===== src/rs_defines.svh =====
`ifndef RS_DEFINES_SVH
`define RS_DEFINES_SVH

// operand and result width of the alu lanes
`define RS_DATA_W 32

// rob tag width, one tag per micro-op in flight
`define RS_TAG_W 5

// alu lanes, one reservation station behind each
`define RS_NUM_LANES 2

// entries held by a single station
`define RS_DEPTH 4

`endif


===== src/rs_pkg.sv =====
`include "rs_defines.svh"

package rs_pkg;

  typedef logic [`RS_DATA_W-1:0] data_t;
  typedef logic [`RS_TAG_W-1:0] tag_t;
  // free-slot count, needs to reach RS_DEPTH itself
  typedef logic [$clog2(`RS_DEPTH+1)-1:0] count_t;

  typedef enum logic [2:0] {
    alu_add,
    alu_sub,
    alu_and,
    alu_orr,
    alu_eor,
    alu_mov
  } alu_op_t;

  typedef enum logic [$clog2(`RS_NUM_LANES)-1:0] {
    lane0,
    lane1
  } lane_t;

  typedef struct packed {
    logic n;
    logic z;
    logic c;
    logic v;
  } nzcv_t;

  // either a ready value or the tag of its producer
  typedef struct packed {
    logic  valid;
    tag_t  tag;
    data_t value;
  } rs_operand_t;

  typedef struct packed {
    alu_op_t     op;
    lane_t       lane;
    tag_t        dst_tag;
    logic        set_nzcv;
    rs_operand_t src_a;
    rs_operand_t src_b;
  } rs_uop_t;

  typedef struct packed {
    logic    entry_valid;
    rs_uop_t uop;
  } rs_entry_t;

  typedef struct packed {
    alu_op_t op;
    tag_t    dst_tag;
    logic    set_nzcv;
    data_t   val_a;
    data_t   val_b;
  } rs_issue_t;

  typedef struct packed {
    logic  valid;
    tag_t  tag;
    data_t value;
    logic  set_nzcv;
    nzcv_t nzcv;
  } cdb_t;

  // capture a broadcast value into a waiting operand
  function automatic rs_operand_t wake_operand(rs_operand_t op, cdb_t cdb);
    rs_operand_t res;
    res = op;
    if (!op.valid && cdb.valid && (op.tag == cdb.tag)) begin
      res.valid = 1'b1;
      res.value = cdb.value;
    end
    return res;
  endfunction

  // both sources of a micro-op against the same broadcast
  function automatic rs_uop_t wake_uop(rs_uop_t uop, cdb_t cdb);
    rs_uop_t res;
    res = uop;
    res.src_a = wake_operand(uop.src_a, cdb);
    res.src_b = wake_operand(uop.src_b, cdb);
    return res;
  endfunction

endpackage


===== src/dispatch_router.sv =====
`timescale 1ns/1ps
`include "rs_defines.svh"

module dispatch_router (
  input  logic                                in_clk,
  input  logic                                in_rst,
  input  logic                                in_dispatch_valid,
  input  rs_pkg::rs_uop_t                     in_dispatch,
  input  rs_pkg::cdb_t                        in_cdb,
  input  rs_pkg::count_t [`RS_NUM_LANES-1:0]  in_lane_free_count,
  output logic [`RS_NUM_LANES-1:0]            out_wr,
  output rs_pkg::rs_uop_t                     out_wr_uop,
  output logic [`RS_NUM_LANES-1:0]            out_lane_full
);
  import rs_pkg::*;

  logic    held_valid;
  rs_uop_t held_uop;

  // one-deep holding stage, refilled on every strobe
  always_ff @(posedge in_clk) begin
    if (in_rst) begin
      held_valid <= 1'b0;
    end else begin
      held_valid <= in_dispatch_valid;
    end
  end

  // sources matching this cycle's broadcast are filled on capture,
  // otherwise that result would pass before the station sees the entry
  always_ff @(posedge in_clk) begin
    if (in_dispatch_valid) begin
      held_uop <= wake_uop(in_dispatch, in_cdb);
    end
  end

  assign out_wr_uop = held_uop;

  always_comb begin
    for (int i = 0; i < `RS_NUM_LANES; i++) begin
      // lane field decoded into a one-hot write pulse
      out_wr[i] = held_valid && (held_uop.lane == lane_t'(i));
      // the held micro-op already owns one of the free slots
      out_lane_full[i] = in_lane_free_count[i] <= count_t'(out_wr[i]);
    end
  end

  // the full level is only correct if the source respects it
  a_no_dispatch_to_full_lane : assert property (
    @(posedge in_clk) disable iff (in_rst)
    in_dispatch_valid |-> !out_lane_full[in_dispatch.lane]
  ) else $error("dispatch strobe to full lane %0d", in_dispatch.lane);

endmodule


===== config.mk =====
export PLATFORM = sky130hd
export DESIGN_NAME = dispatch_router
export DESIGN_NICKNAME = d
export VERILOG_FILES = /design/src/rs_pkg.sv /design/src/dispatch_router.sv
export VERILOG_INCLUDE_DIRS = /design/src
export SDC_FILE = /design/constraint.sdc
export NUM_CORES = 1
export LEC_CHECK = 0
export ABC_AREA = 1
export ABC_CLOCK_PERIOD_IN_PS = 3100
export BUFFER_PORTS_ARGS = -buffer_cell sky130_fd_sc_hd__buf_2
export CAP_MARGIN = 0
export CELL_PAD_IN_SITES_DETAIL_PLACEMENT = 0
export CELL_PAD_IN_SITES_GLOBAL_PLACEMENT = 1
export CORE_MARGIN = 3
export CORE_UTILIZATION = 36
export CTS_BUF_LIST = sky130_fd_sc_hd__clkbuf_4
export DETAILED_ROUTE_END_ITERATION = 6
export PLACE_DENSITY = 0.87
export SYNTH_ARGS = -nofsm -noshare
export SYNTH_HDL_FRONTEND = slang
export SYNTH_SLANG_ARGS = --single-unit
export TNS_END_PERCENT = 100

===== constraint.sdc =====
create_clock -name in_clk -period 3.1 [get_ports in_clk]
set_clock_uncertainty 0.2 [all_clocks]
set_input_delay 0.155 -clock in_clk [delete_from_list [all_inputs] [get_ports in_clk]]
set_output_delay 0.155 -clock in_clk [all_outputs]
set_load 0.05 [all_outputs]

==> results of run 1 <==
## stage by stage
stage | hold WS [ns] | utilization | cell area (µm²) | instances
after detailed placement | 0.1191 | 0.4890 | 5184 | 716
after global placement | 0.1178 | 0.4890 | 5184 | 716
after floorplan | 0.02618 | - | 4023 | 376
## logic make-up after synthesis
kind of cell             synth area share
AND/OR/NAND/NOR                    0.2825
flip-flops                         0.6478
buffers and inverters             0.06353
adder cells (fa/ha/maj)          0.006228
## cells in the mapped netlist
library cell	instances	area, µm²
buf_6	6	67.56
inv_2	3	11.26
nand2_1	159	596.8
nor3_1	2	10.01
nor2_2	1	6.260
inv_1	19	71.32
buf_2	12	60.06
dfxtp_1	1	20.02
nand3_4	2	35.03
edfxtp_1	86	2582
buf_4	6	45.04
nand4_1	64	400.4
ha_1	2	25.02
nor2_1	8	30.03
nor2_4	5	56.30
==> results.toml, run 1 <==
[cts]
cts_buffers = 9
cts.path.max_buffers = 2
cts_setup_buffers = 0
cts_hold_buf = 147
post_cts_resize_count = 0
h-tree-depth = 3
cts_sinks = 87
clock-root-buffer = "clkbuf_4"

[floorplan]
row_count = 37
floorplan.die.height_um = 111.6
pin_count = 228
initial_core_util = 0.3790
die_w_um = 111.6

[synthesis]
yosys_warnings = 0
syn_avg_cell_area_um2 = 10.69
ys_types = 15
ys_ff_latch = 87
synthesis.nets = 516
synth-seq-area-share = 0.6478
syn-instance-count = 376
netlist_area_mm2 = 0.004018

[run_status]
lastStage = "4_1_cts"
error = "[ERROR RSZ-0060] Max buffer count reached."
status = "did not finish"

[place]
hpwl_mm = 8.971
io_buffers = 222
place_ws_ns = 1.026
gp_congestion = 0.7910
==> run 2, diff against run 1 <==
CELL_PAD_IN_SITES_DETAIL_PLACEMENT = default   (was 0)
CELL_PAD_IN_SITES_GLOBAL_PLACEMENT = default   (was 1)
CORE_UTILIZATION = 30   (was 36)
CTS_BUF_LIST = default   (was sky130_fd_sc_hd__clkbuf_4)
PLACE_DENSITY = default   (was 0.87)
PLACE_DENSITY_LB_ADDON = 0.15   (was default)
==> results.toml, run 2 <==
[synthesis]
yosys_warnings = 0
yosysTopAreaCell = "edfxtp_1"
ys_async_sr_fraction = 0
synthesis.nets = 516
synth.most_common_cell = "nand2_1"
syn_avg_cell_area_um2 = 10.69
synth_top_area_frac = 0.6428
synth-edff-count = 86
ys_types = 15
syn-instance-count = 376
netlist_area_mm2 = 0.004018
synth_area_leaders = "edfxtp_1, nand2_1, nand4_1"
synth_ff_type = "edfxtp_1"
synth-seq-area-share = 0.6478
yosys-top-cells-count = "nand2_1, edfxtp_1, nand4_1"
ys_ff_latch = 87

[route]
first_iter_violations = 320
drc = 0
antenna_left = 0
wire_per_inst_um = 15.79
vias = 4260
finalWirelength_mm = 14.55
vias_per_cell = 4.625
drt_pass1_iterations = 5

[global_route]
grt_overflow = 0
antenna_found_initial = 0
grt_pass1_wl_mm = 21.72
track_usage = 0.1913
grt_max_degree = 46
first_global_vias = 4304

[power]
p_leak_nw = 3.329
ir_drop_mv = 0.2233
p_per_area_mw_per_mm2 = 483.9
total_power_mw = 3.415

[setup_path]
arrival_ns = 2.71
worst-path-buf-inv = 3
worstPathRequired_ns = 2.99
crit_path_start_kind = "primary input"
critPathCaptureType = "register"
cp_slowest_stage_delay_ns = 0.57
cp_slowest_cell = "dlygate4sd3_1"
path_common_cell = "nand2_1"
critPathMaxFanout = 19
critical_path.top_delay_family = "simple AND/OR/NAND/NOR gates"
criticalPathCategory = "in -> reg"
path_cells = "dlygate4sd3_1, buf_2, nor2_1, nand2_1, nor2_4, nand3_4, nand2_1, nand2_1, dlygate4sd3_1"

[cts]
cts_tree = "built"
cts.path.max_buffers = 2
clk_pin_slew_ns = 0.06
cts_setup_buffers = 0
clock-root-buffer = "clkbuf_16"
cts_buffers = 9
cts_sinks = 87
h-tree-depth = 3

[sta]
finalSetupViolations = 0
worst_slew_pin_slew_ns = 0.6542
fmax_mhz = 354.8
tns_ns = 0
min_period_ns = 2.818
hold_ws_ns = 0.001936
drv_slew = 0
timing.slew.headroom = 0.5628
min_period_over_period = 0.9091
rsz0062_at_grt = "false"
hold_viol = 0

[floorplan]
core-area_mm2 = 0.01288
initial_core_util = 0.3120
die_w_um = 121.7
floorplan.die.height_um = 121.7
row_count = 41
pin_count = 228
dieArea_mm2 = 0.01482

[min_path]
hold_class = "in -> reg"
hp-start = "in_cdb[22]"
hold_depth = 3
min_to = "out_wr_uop[55]"

[place]
hpwl_mm = 8.738
io_buffers = 222
placed_area_mm2 = 0.005251
gp_congestion = 0.7657

[layout]
n_fill_cell = 1194
drive_gt1_frac = 0.3445
mostFrequentLayoutCell = "buf_2"
largest_register_ffs = 86
area_growth_pct = 75.68
fin_util = 0.5481
stdcell_area_mm2 = 0.007058
final_cell_mix = "buf_2, nand2_1, dlygate4sd3_1"
antenna_cells = 0
final_nets = 884

[run]
maxCapViolations = 0

[run_status]
status = "completed"
-- run 2: cell counts after synthesis --
No cell type changed its count.
-- run 2: worst max-delay path by stage --
stage	slack, ns	to	startpoint	cells past startpoint
2_1_floorplan	0.35	out_lane_full[1]	out_wr_uop[82]	5
3_3_place_gp	0.93	out_wr_uop[9]	in_dispatch[37]	7
3_5_place_dp	0.93	out_wr_uop[23]	in_dispatch[37]	7
4_1_cts	0.21	out_wr_uop[23]	in_dispatch[37]	9
5_1_grt	0.10	out_wr_uop[16]	in_dispatch[37]	9
6_report	0.28	out_wr_uop[4]	in_dispatch[37]	9
-- run 2: power by group --
part	internal (mW)	switching, mW	total, mW
logic	0.298	0.591	0.889
registers	1.40	0.0252	1.43
clock network	0.626	0.474	1.10
-- run 2: metrics by stage --
| stage | setup slack (ns) | std cells |
|---|---|---|
| 3_5_place_dp | 0.9266 | 755 |
| 3_3_place_gp | 0.9342 | 755 |
| 4_1_cts | 0.2131 | 920 |
| 5_1_grt | 0.1027 | 921 |
| 6_report | 0.2818 | 921 |
| 2_1_floorplan | 0.3534 | 376 |
-- run 2: per-layer routing --
metal	vias up	GRT usage	part of all wire
met4	0	0.06793	0.013
met1	1947	0.2291	0.41
met5	-	0	0
li1	2060	-	-
met3	18	0.04643	0.094
met2	235	0.3351	0.48
-- run 2: repair_timing --
item,CTS,global route
hold buffers,149,0
endpoints found under the setup margin,0,2
hold endpoints to repair,87,0
resized for setup,0,1
-- run 2: cell type report --
class                   instances  area, µm²  share of cell area
repair buffers                380       2673              0.3787
inverters                      22      82.58             0.01170
clock buffers                   9      225.2             0.03191
well taps                     172      215.2             0.03049
flip-flops and latches         87       2603              0.3687
multi-input cells             244       1187              0.1682
clock inverters                 7      72.57             0.01028
-- run 2: kinds of logic (layout without fill, tap and decap cells) --
kind of cell,Yosys count,in the layout,share of synthesized area
fa+ha+maj,2,2,0.006228
buf+inv,46,418,0.06353
flops,87,87,0.6478
simple gates,241,242,0.2825
(Power assumes the default switching activity.)
